===== config.mk =====
export PLATFORM = sky130hd
export DESIGN_NAME = exec_stage
export DESIGN_NICKNAME = d
export VERILOG_FILES = /design/src/exec_pkg.sv /design/src/alu_lane.sv /design/src/exec_stage.sv /design/src/issue_xbar.sv /design/src/result_router.sv /design/src/thread_queue.sv
export VERILOG_INCLUDE_DIRS = /design/src
export SDC_FILE = /design/constraint.sdc
export NUM_CORES = 2
export LEC_CHECK = 0
export BUFFER_PORTS_ARGS = -buffer_cell sky130_fd_sc_hd__buf_2
export CAP_MARGIN = 20
export CORE_AREA = 2 2 461 463
export DETAILED_ROUTE_END_ITERATION = 6
export DIE_AREA = 0 0 463 465
export PLACE_DENSITY = 0.69
export SLEW_MARGIN = 30
export SYNTH_ARGS = -nofsm -noshare
export SYNTH_HDL_FRONTEND = slang
export SYNTH_SLANG_ARGS = --single-unit

===== constraint.sdc =====
create_clock -name clk -period 17.8 [get_ports clk]
set_input_delay 2.67 -clock clk [delete_from_list [all_inputs] [get_ports clk]]
set_output_delay 2.67 -clock clk [all_outputs]
set_load 0.01 [all_outputs]

===== src/exec_macros.svh =====
`ifndef EXEC_MACROS_SVH
`define EXEC_MACROS_SVH

`define NUM_THREADS 4
`define NUM_ALUS 2
`define QUEUE_DEPTH 3 // entries per thread

`define XLEN 32
`define REG_ADDR_W 5
`define THREAD_ID_W 3
`define THREAD_IDLE 3'd4 // lane left empty this cycle

// operation codes from decode
`define ALU_ADD 3'd0
`define ALU_SUB 3'd1
`define ALU_AND 3'd2
`define ALU_OR 3'd3
`define ALU_XOR 3'd4
`define ALU_SLL 3'd5
`define ALU_SLT 3'd6
`define ALU_BEQ 3'd7

`endif


===== src/exec_pkg.sv =====
`include "exec_macros.svh"

package exec_pkg;

	// operands, results and branch targets
	typedef logic [`XLEN-1:0] xlen_t;

	typedef logic [`REG_ADDR_W-1:0] reg_addr_t;

	// thread index, wide enough for the idle code
	typedef logic [`THREAD_ID_W-1:0] thread_id_t;

	typedef logic [2:0] alu_op_t; // one of the ALU_* codes

endpackage


===== src/alu_lane.sv =====
`include "exec_macros.svh"

module alu_lane import exec_pkg::*; (
	input logic clk,
	input logic rst,
	input logic issue_valid,
	input thread_id_t issue_thread,
	input alu_op_t issue_op,
	input reg_addr_t issue_rd,
	input logic issue_rd_wen,
	input xlen_t issue_op1,
	input xlen_t issue_op2,
	input xlen_t issue_target,
	output logic res_valid,
	output thread_id_t res_thread,
	output logic res_wen,
	output reg_addr_t res_rd,
	output xlen_t res_data,
	output logic res_jump,
	output xlen_t res_target
);
	xlen_t alu_res;
	logic is_beq;
	logic wen;
	logic taken;

	always_comb begin
		case (issue_op)
			`ALU_ADD: alu_res = issue_op1 + issue_op2;
			`ALU_SUB: alu_res = issue_op1 - issue_op2;
			`ALU_AND: alu_res = issue_op1 & issue_op2;
			`ALU_OR: alu_res = issue_op1 | issue_op2;
			`ALU_XOR: alu_res = issue_op1 ^ issue_op2;
			`ALU_SLL: alu_res = issue_op1 << issue_op2[4:0];
			`ALU_SLT: alu_res = ($signed(issue_op1) < $signed(issue_op2)) ? xlen_t'(1) : '0;
			default: alu_res = '0; // beq writes nothing
		endcase
	end

	assign is_beq = issue_op == `ALU_BEQ;
	assign wen = issue_valid && !is_beq && issue_rd_wen && issue_rd != '0; // x0 never written
	assign taken = issue_valid && is_beq && issue_op1 == issue_op2;

	always_ff @(posedge clk) begin
		if (!rst) begin
			res_valid <= 1'b0;
			res_thread <= '0;
			res_wen <= 1'b0;
			res_rd <= '0;
			res_data <= '0;
			res_jump <= 1'b0;
			res_target <= '0;
		end else begin
			res_valid <= issue_valid;
			res_thread <= issue_thread;
			res_wen <= wen;
			res_rd <= issue_rd;
			res_data <= alu_res;
			res_jump <= taken;
			res_target <= issue_target;
		end
	end

endmodule


===== src/exec_stage.sv =====
`include "exec_macros.svh"

module exec_stage import exec_pkg::*; (
	input logic clk,
	input logic rst,
	input logic in_valid[`NUM_THREADS-1:0],
	input alu_op_t in_op[`NUM_THREADS-1:0],
	input reg_addr_t in_rs1[`NUM_THREADS-1:0],
	input reg_addr_t in_rs2[`NUM_THREADS-1:0],
	input reg_addr_t in_rd[`NUM_THREADS-1:0],
	input logic in_rd_wen[`NUM_THREADS-1:0],
	input xlen_t in_op1[`NUM_THREADS-1:0],
	input xlen_t in_op2[`NUM_THREADS-1:0],
	input xlen_t in_target[`NUM_THREADS-1:0],
	input thread_id_t dispatch_threads[`NUM_ALUS-1:0],
	output logic in_ready[`NUM_THREADS-1:0],
	output logic wb_wen[`NUM_THREADS-1:0],
	output reg_addr_t wb_rd[`NUM_THREADS-1:0],
	output xlen_t wb_data[`NUM_THREADS-1:0],
	output logic jump_en[`NUM_THREADS-1:0],
	output xlen_t jump_addr[`NUM_THREADS-1:0]
);
	logic head_valid[`NUM_THREADS-1:0];
	alu_op_t head_op[`NUM_THREADS-1:0];
	reg_addr_t head_rd[`NUM_THREADS-1:0];
	logic head_rd_wen[`NUM_THREADS-1:0];
	xlen_t head_op1[`NUM_THREADS-1:0];
	xlen_t head_op2[`NUM_THREADS-1:0];
	xlen_t head_target[`NUM_THREADS-1:0];
	logic pop[`NUM_THREADS-1:0];

	logic issue_valid[`NUM_ALUS-1:0];
	thread_id_t issue_thread[`NUM_ALUS-1:0];
	alu_op_t issue_op[`NUM_ALUS-1:0];
	reg_addr_t issue_rd[`NUM_ALUS-1:0];
	logic issue_rd_wen[`NUM_ALUS-1:0];
	xlen_t issue_op1[`NUM_ALUS-1:0];
	xlen_t issue_op2[`NUM_ALUS-1:0];
	xlen_t issue_target[`NUM_ALUS-1:0];

	logic res_valid[`NUM_ALUS-1:0];
	thread_id_t res_thread[`NUM_ALUS-1:0];
	logic res_wen[`NUM_ALUS-1:0];
	reg_addr_t res_rd[`NUM_ALUS-1:0];
	xlen_t res_data[`NUM_ALUS-1:0];
	logic res_jump[`NUM_ALUS-1:0];
	xlen_t res_target[`NUM_ALUS-1:0];

	for (genvar t = 0; t < `NUM_THREADS; t++) begin : g_queue
		thread_queue u_queue (
			.clk(clk),
			.rst(rst),
			.in_valid(in_valid[t]),
			.in_op(in_op[t]),
			.in_rs1(in_rs1[t]),
			.in_rs2(in_rs2[t]),
			.in_rd(in_rd[t]),
			.in_rd_wen(in_rd_wen[t]),
			.in_op1(in_op1[t]),
			.in_op2(in_op2[t]),
			.in_target(in_target[t]),
			.in_ready(in_ready[t]),
			.pop(pop[t]),
			.wb_wen(wb_wen[t]), // forwarding from own results
			.wb_rd(wb_rd[t]),
			.wb_data(wb_data[t]),
			.jump_en(jump_en[t]), // flush
			.head_valid(head_valid[t]),
			.head_op(head_op[t]),
			.head_rd(head_rd[t]),
			.head_rd_wen(head_rd_wen[t]),
			.head_op1(head_op1[t]),
			.head_op2(head_op2[t]),
			.head_target(head_target[t])
		);
	end

	issue_xbar u_xbar (
		.dispatch_threads(dispatch_threads),
		.head_valid(head_valid),
		.head_op(head_op),
		.head_rd(head_rd),
		.head_rd_wen(head_rd_wen),
		.head_op1(head_op1),
		.head_op2(head_op2),
		.head_target(head_target),
		.pop(pop),
		.issue_valid(issue_valid),
		.issue_thread(issue_thread),
		.issue_op(issue_op),
		.issue_rd(issue_rd),
		.issue_rd_wen(issue_rd_wen),
		.issue_op1(issue_op1),
		.issue_op2(issue_op2),
		.issue_target(issue_target)
	);

	for (genvar l = 0; l < `NUM_ALUS; l++) begin : g_lane
		alu_lane u_lane (
			.clk(clk),
			.rst(rst),
			.issue_valid(issue_valid[l]),
			.issue_thread(issue_thread[l]),
			.issue_op(issue_op[l]),
			.issue_rd(issue_rd[l]),
			.issue_rd_wen(issue_rd_wen[l]),
			.issue_op1(issue_op1[l]),
			.issue_op2(issue_op2[l]),
			.issue_target(issue_target[l]),
			.res_valid(res_valid[l]),
			.res_thread(res_thread[l]),
			.res_wen(res_wen[l]),
			.res_rd(res_rd[l]),
			.res_data(res_data[l]),
			.res_jump(res_jump[l]),
			.res_target(res_target[l])
		);
	end

	result_router u_router (
		.res_valid(res_valid),
		.res_thread(res_thread),
		.res_wen(res_wen),
		.res_rd(res_rd),
		.res_data(res_data),
		.res_jump(res_jump),
		.res_target(res_target),
		.wb_wen(wb_wen),
		.wb_rd(wb_rd),
		.wb_data(wb_data),
		.jump_en(jump_en),
		.jump_addr(jump_addr)
	);

endmodule


===== src/issue_xbar.sv =====
`include "exec_macros.svh"

module issue_xbar import exec_pkg::*; (
	input thread_id_t dispatch_threads[`NUM_ALUS-1:0],
	input logic head_valid[`NUM_THREADS-1:0],
	input alu_op_t head_op[`NUM_THREADS-1:0],
	input reg_addr_t head_rd[`NUM_THREADS-1:0],
	input logic head_rd_wen[`NUM_THREADS-1:0],
	input xlen_t head_op1[`NUM_THREADS-1:0],
	input xlen_t head_op2[`NUM_THREADS-1:0],
	input xlen_t head_target[`NUM_THREADS-1:0],
	output logic pop[`NUM_THREADS-1:0],
	output logic issue_valid[`NUM_ALUS-1:0],
	output thread_id_t issue_thread[`NUM_ALUS-1:0],
	output alu_op_t issue_op[`NUM_ALUS-1:0],
	output reg_addr_t issue_rd[`NUM_ALUS-1:0],
	output logic issue_rd_wen[`NUM_ALUS-1:0],
	output xlen_t issue_op1[`NUM_ALUS-1:0],
	output xlen_t issue_op2[`NUM_ALUS-1:0],
	output xlen_t issue_target[`NUM_ALUS-1:0]
);
	always_comb begin
		for (int t = 0; t < `NUM_THREADS; t++)
			pop[t] = 1'b0;
		for (int l = 0; l < `NUM_ALUS; l++) begin
			issue_valid[l] = 1'b0;
			issue_thread[l] = dispatch_threads[l];
			issue_op[l] = '0;
			issue_rd[l] = '0;
			issue_rd_wen[l] = 1'b0;
			issue_op1[l] = '0;
			issue_op2[l] = '0;
			issue_target[l] = '0;
			if (dispatch_threads[l] != `THREAD_IDLE) begin
				for (int t = 0; t < `NUM_THREADS; t++) begin
					if (dispatch_threads[l] == thread_id_t'(t)) begin
						issue_valid[l] = head_valid[t]; // empty queue leaves lane idle
						issue_op[l] = head_op[t];
						issue_rd[l] = head_rd[t];
						issue_rd_wen[l] = head_rd_wen[t];
						issue_op1[l] = head_op1[t];
						issue_op2[l] = head_op2[t];
						issue_target[l] = head_target[t];
						pop[t] = pop[t] || head_valid[t];
					end
				end
			end
		end
	end

endmodule


===== src/result_router.sv =====
`include "exec_macros.svh"

module result_router import exec_pkg::*; (
	input logic res_valid[`NUM_ALUS-1:0],
	input thread_id_t res_thread[`NUM_ALUS-1:0],
	input logic res_wen[`NUM_ALUS-1:0],
	input reg_addr_t res_rd[`NUM_ALUS-1:0],
	input xlen_t res_data[`NUM_ALUS-1:0],
	input logic res_jump[`NUM_ALUS-1:0],
	input xlen_t res_target[`NUM_ALUS-1:0],
	output logic wb_wen[`NUM_THREADS-1:0],
	output reg_addr_t wb_rd[`NUM_THREADS-1:0],
	output xlen_t wb_data[`NUM_THREADS-1:0],
	output logic jump_en[`NUM_THREADS-1:0],
	output xlen_t jump_addr[`NUM_THREADS-1:0]
);
	always_comb begin
		for (int t = 0; t < `NUM_THREADS; t++) begin
			wb_wen[t] = 1'b0;
			wb_rd[t] = '0;
			wb_data[t] = '0;
			jump_en[t] = 1'b0;
			jump_addr[t] = '0;
		end
		// at most one lane per thread, dispatch keeps them distinct
		for (int l = 0; l < `NUM_ALUS; l++) begin
			if (res_valid[l]) begin
				for (int t = 0; t < `NUM_THREADS; t++) begin
					if (res_thread[l] == thread_id_t'(t)) begin
						wb_wen[t] = res_wen[l];
						wb_rd[t] = res_rd[l];
						wb_data[t] = res_data[l];
						jump_en[t] = res_jump[l];
						jump_addr[t] = res_target[l];
					end
				end
			end
		end
	end

endmodule


===== src/thread_queue.sv =====
`include "exec_macros.svh"

module thread_queue import exec_pkg::*; #(
	parameter int DEPTH = `QUEUE_DEPTH
) (
	input logic clk,
	input logic rst,
	input logic in_valid,
	input alu_op_t in_op,
	input reg_addr_t in_rs1,
	input reg_addr_t in_rs2,
	input reg_addr_t in_rd,
	input logic in_rd_wen,
	input xlen_t in_op1,
	input xlen_t in_op2,
	input xlen_t in_target,
	output logic in_ready,
	input logic pop,
	input logic wb_wen,
	input reg_addr_t wb_rd,
	input xlen_t wb_data,
	input logic jump_en,
	output logic head_valid,
	output alu_op_t head_op,
	output reg_addr_t head_rd,
	output logic head_rd_wen,
	output xlen_t head_op1,
	output xlen_t head_op2,
	output xlen_t head_target
);
	localparam int CW = $clog2(DEPTH + 1);

	logic [CW-1:0] cnt;
	logic [CW-1:0] kept; // entries left after pop
	logic [CW-1:0] cnt_nxt;
	logic push;
	logic do_pop;
	logic fwd;

	alu_op_t q_op[DEPTH];
	reg_addr_t q_rs1[DEPTH];
	reg_addr_t q_rs2[DEPTH];
	reg_addr_t q_rd[DEPTH];
	logic q_rd_wen[DEPTH];
	xlen_t q_op1[DEPTH];
	xlen_t q_op2[DEPTH];
	xlen_t q_target[DEPTH];

	alu_op_t up_op[DEPTH];
	reg_addr_t up_rs1[DEPTH];
	reg_addr_t up_rs2[DEPTH];
	reg_addr_t up_rd[DEPTH];
	logic up_rd_wen[DEPTH];
	xlen_t up_op1[DEPTH];
	xlen_t up_op2[DEPTH];
	xlen_t up_target[DEPTH];

	alu_op_t n_op[DEPTH];
	reg_addr_t n_rs1[DEPTH];
	reg_addr_t n_rs2[DEPTH];
	reg_addr_t n_rd[DEPTH];
	logic n_rd_wen[DEPTH];
	xlen_t n_op1[DEPTH];
	xlen_t n_op2[DEPTH];
	xlen_t n_target[DEPTH];

	assign head_valid = cnt != '0 && !jump_en; // nothing leaves a flushing queue
	assign do_pop = pop && head_valid;
	assign push = in_valid && in_ready && !jump_en;
	assign fwd = wb_wen && wb_rd != '0;
	assign kept = cnt - CW'(do_pop);
	assign cnt_nxt = jump_en ? '0 : kept + CW'(push);

	// entry above each slot, seen after a pop
	for (genvar i = 0; i < DEPTH; i++) begin : g_up
		if (i < DEPTH - 1) begin : g_shift
			assign up_op[i] = q_op[i+1];
			assign up_rs1[i] = q_rs1[i+1];
			assign up_rs2[i] = q_rs2[i+1];
			assign up_rd[i] = q_rd[i+1];
			assign up_rd_wen[i] = q_rd_wen[i+1];
			assign up_op1[i] = q_op1[i+1];
			assign up_op2[i] = q_op2[i+1];
			assign up_target[i] = q_target[i+1];
		end else begin : g_top
			assign up_op[i] = '0;
			assign up_rs1[i] = '0;
			assign up_rs2[i] = '0;
			assign up_rd[i] = '0;
			assign up_rd_wen[i] = 1'b0;
			assign up_op1[i] = '0;
			assign up_op2[i] = '0;
			assign up_target[i] = '0;
		end
	end

	always_comb begin
		for (int i = 0; i < DEPTH; i++) begin
			n_op[i] = do_pop ? up_op[i] : q_op[i];
			n_rs1[i] = do_pop ? up_rs1[i] : q_rs1[i];
			n_rs2[i] = do_pop ? up_rs2[i] : q_rs2[i];
			n_rd[i] = do_pop ? up_rd[i] : q_rd[i];
			n_rd_wen[i] = do_pop ? up_rd_wen[i] : q_rd_wen[i];
			n_op1[i] = do_pop ? up_op1[i] : q_op1[i];
			n_op2[i] = do_pop ? up_op2[i] : q_op2[i];
			n_target[i] = do_pop ? up_target[i] : q_target[i];
			if (push && CW'(i) == kept) begin // new entry behind the survivors
				n_op[i] = in_op;
				n_rs1[i] = in_rs1;
				n_rs2[i] = in_rs2;
				n_rd[i] = in_rd;
				n_rd_wen[i] = in_rd_wen;
				n_op1[i] = in_op1;
				n_op2[i] = in_op2;
				n_target[i] = in_target;
			end
			if (fwd && n_rs1[i] == wb_rd)
				n_op1[i] = wb_data;
			if (fwd && n_rs2[i] == wb_rd)
				n_op2[i] = wb_data;
		end
	end

	always_ff @(posedge clk) begin
		if (!rst) begin
			cnt <= '0;
			in_ready <= 1'b0;
		end else begin
			cnt <= cnt_nxt;
			in_ready <= cnt_nxt < CW'(DEPTH);
		end
	end

	always_ff @(posedge clk) begin
		q_op <= n_op;
		q_rs1 <= n_rs1;
		q_rs2 <= n_rs2;
		q_rd <= n_rd;
		q_rd_wen <= n_rd_wen;
		q_op1 <= n_op1;
		q_op2 <= n_op2;
		q_target <= n_target;
	end

	assign head_op = q_op[0];
	assign head_rd = q_rd[0];
	assign head_rd_wen = q_rd_wen[0];
	assign head_op1 = q_op1[0];
	assign head_op2 = q_op2[0];
	assign head_target = q_target[0];

endmodule


After elaboration in Yosys (flattened, before gate mapping)
Cells that the tools add are included.
{"block": "totals", "ff_bits": 1542, "latchBits": 0, "ramBits": 0, "mem_bits_ro": 0, "in_bits": 472, "out_inout_bits": 288, "word_cells": 683, "memories": 0}
{"block": "op_classes", "add_sub_neg": 12, "multipliers": 0, "div": 0, "n_lt_le_gt_ge": 6, "n_eq_ne": 62, "shifts": 2, "mux": 343, "bitwise": 6, "reduce_logical": 134}
{"cell": "32-bit two-way mux", "count": 132}
{"cell": "128-bit two-way mux", "count": 4}
{"cell": "5-bit two-way mux", "count": 90}
{"cell": "32-bit case mux with 7 select lines", "count": 2}
{"cell": "5-bit equality test", "count": 24}
{"cell": "3-bit two-way mux", "count": 34}
{"cell": "3-bit nonzero test", "count": 24}
{"cell": "1-bit two-way mux", "count": 69}
{"cell": "1-bit logical AND", "count": 66}
{"cell": "32-bit adder", "count": 2}
{"cell": "32-bit bitwise AND", "count": 2}
{"cell": "32-bit equality test", "count": 2}
{"cell": "32-bit < comparator", "count": 2}
{"cell": "32-bit bitwise OR", "count": 2}
{"cell": "32-bit by 5-bit << shifter with 32-bit output", "count": 2}
{"cell": "32-bit subtractor", "count": 2}
{"cell": "32-bit XOR", "count": 2}
{"cell": "20-bit two-way mux", "count": 2}
{"cell": "3-bit by 2-bit equality test with 1-bit output, second input constant", "count": 12}
{"cell": "2-bit nonzero test", "count": 16}
{"cell": "5-bit nonzero test", "count": 6}
{"cell": "3-bit equality test, second input constant", "count": 8}
{"cell": "4-bit two-way mux", "count": 6}
{"cell": "3-bit by 1-bit equality test with 1-bit output, second input constant", "count": 6}
{"cell": "other kinds (12)", "count": 48}

Depth between registers and ports, before layout
{"block": "logic_depth", "ltp_word": 20, "depth_mapped": 23}

Modules after synthesis
Synthesis repeated with hierarchy kept, for this count alone.
{"block": "unflattened", "cells_unflattened": 9518, "hier_area_um2": 96790.3}
{"module": "thread_queue", "instances": 4, "cells_each": 1418, "area_each_um2": 17290.3, "seq_area_each_um2": 10119.7}
{"module": "alu_lane (g_lane[1].u_lane)", "instances": 1, "cells_each": 1193, "area_each_um2": 9016.1, "seq_area_each_um2": 1501.4}
{"module": "alu_lane (g_lane[0].u_lane)", "instances": 1, "cells_each": 1181, "area_each_um2": 8767.2, "seq_area_each_um2": 1501.4}
{"module": "issue_xbar", "instances": 1, "cells_each": 754, "area_each_um2": 6312.3, "seq_area_each_um2": 0.0}
{"module": "result_router", "instances": 1, "cells_each": 718, "area_each_um2": 3533.4, "seq_area_each_um2": 0.0}

Least setup slack after synthesis
Ideal clock, no wire load.
{"block": "synth_timing", "path_type": "input-to-reg", "startpoint": "input dispatch_threads[0] in the netlist's numbering", "endpoint": "register g_queue[0].u_queue.q_op1[32] in the netlist's numbering (enable)", "arrival_ns": 7.664, "setup_slack_ns": 9.725, "path_stages": 13, "cell_sequence": "buf_4 > buf_2 > o22a_1 > a2111oi_4 > buf_6 > ha_1 > xor2_1 > nor2_1 > nand3b_1 > clkbuf_1 > clkbuf_1 > o21ai_0 > or2_1"}
{"block": "synth_via", "elab_chain_len": 14, "elab_cells_between_ends": 16, "cone_classes": "add/sub: 1; eq/ne: 3; mux: 6; reduce/logical: 6"}
{"item": "from (decl)", "line": "exec_stage.sv:15", "rtl": "input thread_id_t dispatch_threads[`NUM_ALUS-1:0],"}
{"item": "3-bit logical NOT", "line": "issue_xbar.sv:36", "rtl": "if (dispatch_threads[l] == thread_id_t'(t)) begin"}
{"item": "1-bit two-way mux", "line": "issue_xbar.sv:36"}
{"item": "4-bit two-way mux *", "line": "issue_xbar.sv:34", "rtl": "if (dispatch_threads[l] != `THREAD_IDLE) begin"}
{"item": "1-bit logical OR", "line": "issue_xbar.sv:44", "rtl": "pop[t] = pop[t] || head_valid[t];"}
{"item": "1-bit two-way mux", "line": "issue_xbar.sv:36"}
{"item": "4-bit two-way mux *", "line": "issue_xbar.sv:34"}
{"item": "1-bit logical AND *", "line": "thread_queue.sv:68", "rtl": "assign do_pop = pop && head_valid;"}
{"item": "2-bit by 1-bit subtractor with 2-bit output", "line": "thread_queue.sv:71", "rtl": "assign kept = cnt - CW'(do_pop);"}
{"item": "1-bit by 2-bit equality test with 1-bit output", "line": "thread_queue.sv:107", "rtl": "if (push && CW'(i) == kept) begin"}
{"item": "1-bit logical AND", "line": "thread_queue.sv:107"}
{"item": "5-bit two-way mux", "line": "thread_queue.sv:107"}
{"item": "5-bit equality test", "line": "thread_queue.sv:117", "rtl": "if (fwd && n_rs1[i] == wb_rd)"}
{"item": "1-bit logical AND", "line": "thread_queue.sv:117"}
{"item": "3-bit nonzero test (no source line) *"}
{"item": "to (signal assigned)", "line": "thread_queue.sv:140", "rtl": "q_op1 <= n_op1;"}
{"item": "to (decl)", "line": "thread_queue.sv:45", "rtl": "xlen_t q_op1[DEPTH];"}
Every way passes the cells marked *; elsewhere a longest branch is shown, timed or not.
A chain may end at the register's enable or synchronous reset.

Final worst setup path
{"block": "layout_timing", "startpoint": "input dispatch_threads[0] in the netlist's numbering", "endpoint": "register g_lane[0].u_lane.res_data[28]"}
{"block": "layout_via", "elab_chain_len": 8, "elab_cells_between_ends": 34, "cone_classes": "add/sub: 2; eq/ne: 10; shift: 1; mux: 16; bitwise: 3; reduce/logical: 2"}
{"item": "3-bit logical NOT", "line": "issue_xbar.sv:36"}
{"item": "32-bit two-way mux / 3-bit two-way mux (equally long branches) (4 in a row)", "line": "issue_xbar.sv:36"}
{"item": "32-bit two-way mux / 3-bit two-way mux (equally long branches)", "line": "issue_xbar.sv:34"}
{"item": "32-bit subtractor, or another cell as far along", "line": "alu_lane.sv:30", "rtl": "`ALU_SUB: alu_res = issue_op1 - issue_op2;"}
{"item": "32-bit case mux with 7 select lines *", "line": "alu_lane.sv:28", "rtl": "case (issue_op)"}
{"item": "to (signal assigned)", "line": "alu_lane.sv:58", "rtl": "res_data <= alu_res;"}
{"item": "to (decl)", "line": "alu_lane.sv:18", "rtl": "output xlen_t res_data,"}
Marked as above.

==> results by group <==
Status
  – Status: completed

Floorplan
  – Number of core rows: 169
  – Initial Util: 44.63%
  – Width of the chip: 463 um
  – Number of I/O pins: 760
  – Die ar.: 215,300 um2
  – Core footprint: 210,800 um2
  – Die H: 465 um

STA
  – Final hold vios: 0
  – Clk_skew: 48.11 ps
  – Pin slew with the least headroom to its limit: 1126 ps
  – Final count of negative-setup-slack endpoints: 0
  – Number of max-slew violations in the final report: 0
  – Smallest setup slack after layout: 8792 ps
  – Unrepaired setup endpoints after global routing: no
  – Peak Freq: 0.1110 GHz
  – Hold slack: 486.5 ps
  – Setup total negative slack: 0 ps
  – Post-layout min period: 9008 ps
  – Slew Limit Headroom: 22.79%
  – Period Utilization, post-route: 50.61%

GRT
  – Congestion Overflow GR: 0
  – Initial antenna violation count: 111
  – Vias in the first global route: 75,720
  – First-pass GRT wire length: 594.1 mm
  – Largest net degree at the start of global routing: 131
  – Met3 track demand over resource: 7.500%
  – Met2 track demand over resource: 60.23%
  – GRT Resource Usage Total: 38.86%
  – Met1 Use GR: 46.86%
  – Most used routing layer: met2

Detailed routing
  – Routed wire length: 433.6 mm
  – DR iter-0 viols: 9,345
  – DRT Pass-1 Iters: 6
  – Wire per inst: 34.11 um
  – Total number of vias: 79,520
  – Detail-routed via count per cell: 6.255
  – Remaining number of nets flagged by the antenna check after routing: 0
  – Residual DRC count: 0

Clock network
  – Insertion delay to the later sink of the worst-skew pair: 880 ps
  – Clock root buffer: clkbuf_16
  – Count of instances resized after the clock tree is built: 0
  – CTS H-tree lvls: 4
  – Number of buffers inserted during clock tree synthesis: 169
  – Hold-fix buffers at CTS: 0
  – Clock input transition at the sequential cells of the worst setup and hold paths: 70 ps
  – Clock Sinks: 1,542
  – Maximum clock path buffer count: 3
  – CTS tree: built
  – Total setup buffers inserted after CTS: 0

Power
  – Total power consumption of the routed design: 12.01 mW
  – Cell Pwr Density: 112.6 nW/um2
  – Worst ir drop on vdd: 0.1054 mV
  – Static Leakage: 46.44 nW

Logic synthesis
  – Net count of the mapped netlist: 9,830
  – Post-synth top area cell: edfxtp_1
  – Most used standard cells in the synthesized netlist: nand2_1, mux2i_1, edfxtp_1
  – Share of synthesized registers carrying an async set or reset: 0%
  – Post-synthesis sequential element count: 1,542
  – Number of distinct standard cells referenced by the synthesized netlist: 106
  – Synth Warn #: 0
  – Synth top area cells: edfxtp_1, mux2i_1, nand2_1
  – Number of flops mapped to enable cells by yosys: 1,260
  – Gate count after technology mapping: 9,147
  – Mean instance size in the synthesized netlist: 10.29 um2
  – Top flip-flop cell by instance count after synthesis: edfxtp_1
  – Most common cell in the netlist: nand2_1
  – Sequential cell area fraction in the yosys report: 46.21%
  – Area share of the largest cell type after synthesis: 40.21%
  – Cell Area, Synth: 94,090 um2

Critical path
  – Largest incremental delay on the critical path: 760 ps
  – CP max FO: 55
  – Data arrival time of the critical path: 9750 ps
  – R2R Path End: g_queue[1].u_queue.q_op1[15]
  – Critical Path RT: 18,550 ps
  – CP Class: input pin to flip-flop
  – Element type at the critical path start: input pin
  – Nature of the critical path endpoint: flip-flop
  – Worst path most repeated cell: buf_4
  – Worst reg2reg path depth: 18
  – Critical path cell sequence: buf_8, buf_4, buf_4, buf_4, mux4_2, and2_1, ha_1, nor2b_1, a2111oi_1, a211oi_1, o21ai_0, o2111ai_1, nand4_1, mux2i_1, nor2_1, o41a_1
  – Flop-to-flop setup slack: 10,690 ps
  – Worst flop-to-flop path startpoint: g_lane[1].u_lane.res_thread[0]
  – Slowest stage cell on the critical path: a2111oi_1

Min path
  – Hold-critical path endpoint: g_queue[2].u_queue.head_target[11]
  – Hold wc startpoint: g_queue[2].u_queue.q_target[43]
  – Tightest Hold Check Type: flip-flop to flip-flop
  – Hold depth: 2

Cells and area
  – Share of post-route cells with drive strength above 1: 16.60%
  – Number of nets in the finished design: 10,370
  – Footprint of the flip-flops and latches: 43,480 um2
  – Footprint of the multi-input gates: 46,760 um2
  – Layout fillers: 19,180
  – Signed area change from the synthesized netlist to the final layout: 13.38%
  – Post-route cell area: 106,700 um2

Placement
  – Setup Slack @ Placement: 8081 ps
  – Cell area after placement: 101,000 um2
  – Last weighted congestion value of the routability-driven placer: 1.049
  – Number of buffer cells added on primary ports: 759
  – DP HPWL: 327.0 mm

Run
  – Max-cap viol count: 0
==> through the flow <==
step                      instances  util, %
final                         12710    50.60
after global routing          12670    50.55
after CTS                     12650    50.49
after detailed placement      12340    47.92
after global placement        12340    47.86
after floorplan                9147        -
==> layout make-up <==
cell class | count | area share, %
multi-input combinational | 6571 | 43.83
sequential | 1542 | 40.76
timing repair buffer | 1041 | 5.591
clock buffer | 222 | 4.326
tap | 2821 | 3.309
inverter | 360 | 1.274
clock inverter | 90 | 0.7553
antenna | 66 | 0.1548
==> critical path: cells and delay by family <==
family          cells  cell delay [ps]
simple gates        4              800
fa+ha+maj           1              460
buf+inv             4             2500
compound gates      5             2270
mux                 2              850
==> state kept, by name, indices dropped and copies added (netlist names), 4 cells and up <==
signal / count
g_lane.u_lane.res_thread: 6
g_queue.u_queue.head_target: 128
g_queue.u_queue.in_ready: 4
g_lane.u_lane.res_rd: 10
g_queue.u_queue.head_op2: 128
g_queue.u_queue.q_op: 24
g_queue.u_queue.q_op1: 256
g_lane.u_lane.res_target: 64
g_queue.u_queue.head_rd: 20
g_queue.u_queue.q_rs1: 60
g_queue.u_queue.q_target: 256
g_queue.u_queue.q_rd: 40
g_queue.u_queue.cnt: 8
g_lane.u_lane.res_data: 64
g_queue.u_queue.q_rs2: 60
g_queue.u_queue.head_rd_wen: 4
g_queue.u_queue.head_op: 12
g_queue.u_queue.head_op1: 128
g_queue.u_queue.q_op2: 256
g_queue.u_queue.q_rd_wen: 8
==> kinds of logic after synthesis <==
logic type	Yosys count	synth area share (%)
flops	1542	46.21
mux	1787	20.33
simple gates	2868	13.66
xor+xnor	167	1.555
compound gates	1538	10.74
buf+inv	1034	4.661
fa+ha+maj	211	2.838
==> per-layer routing <==
layer,vias up,routed length (um)
li1,34420,-
met1,39510,160500
met2,4447,194300
met3,1083,35450
met4,66,42940
met5,-,425
==> cells in the final DEF, fill, tap and decap left out, types with 19 or more instances in the layout <==
cell type,netlist,layout
o21ai_0,205,202
buf_4,52,280
nor2b_1,79,79
a21o_1,37,37
nand4_1,40,40
diode_2,0,66
o21a_1,19,19
a221oi_1,29,29
nand2b_1,32,30
o211ai_1,45,45
nor3_1,229,228
edfxtp_1,1260,1260
a211oi_1,98,85
a22o_1,46,46
a21oi_1,486,481
clkinv_2,0,25
mux4_2,92,92
a31oi_1,59,59
o21bai_1,29,29
o31ai_1,153,149
nand3_1,98,90
dfxtp_1,282,281
mux2i_1,1623,1623
ha_1,207,207
o22a_1,30,30
xnor2_1,153,152
and2_1,206,203
mux2_2,70,70
nor4_1,25,23
clkinv_1,10,39
clkbuf_1,412,36
o22ai_1,94,86
clkbuf_16,0,171
and3_1,78,69
nor2_1,352,345
buf_2,77,755
nand2_1,1626,1623
inv_1,338,333
==> where the power goes <==
| part | switching (mW) | internal (mW) | leakage [nW] |
|---|---|---|---|
| Clock | 1.57 | 1.95 | 2.64 |
| Combinational | 2.28 | 1.11 | 29.7 |
| Sequential | 0.461 | 4.65 | 14.1 |
==> worst max-delay path by stage <==
stage | from | end | slack, ps | depth (start not counted)
after floorplan | dispatch_threads[0] | g_queue[0].u_queue.q_op1[32] | 9730 | 13
after global placement | dispatch_threads[0] | g_lane[0].u_lane.res_data[28] | 7930 | 16
after detailed placement | dispatch_threads[0] | g_lane[0].u_lane.res_data[28] | 8080 | 16
after CTS | dispatch_threads[0] | g_lane[0].u_lane.res_data[28] | 9000 | 16
after global routing | dispatch_threads[0] | g_lane[0].u_lane.res_data[28] | 8550 | 16
final | dispatch_threads[0] | g_lane[0].u_lane.res_data[28] | 8790 | 16
(Power assumes the default switching activity.)
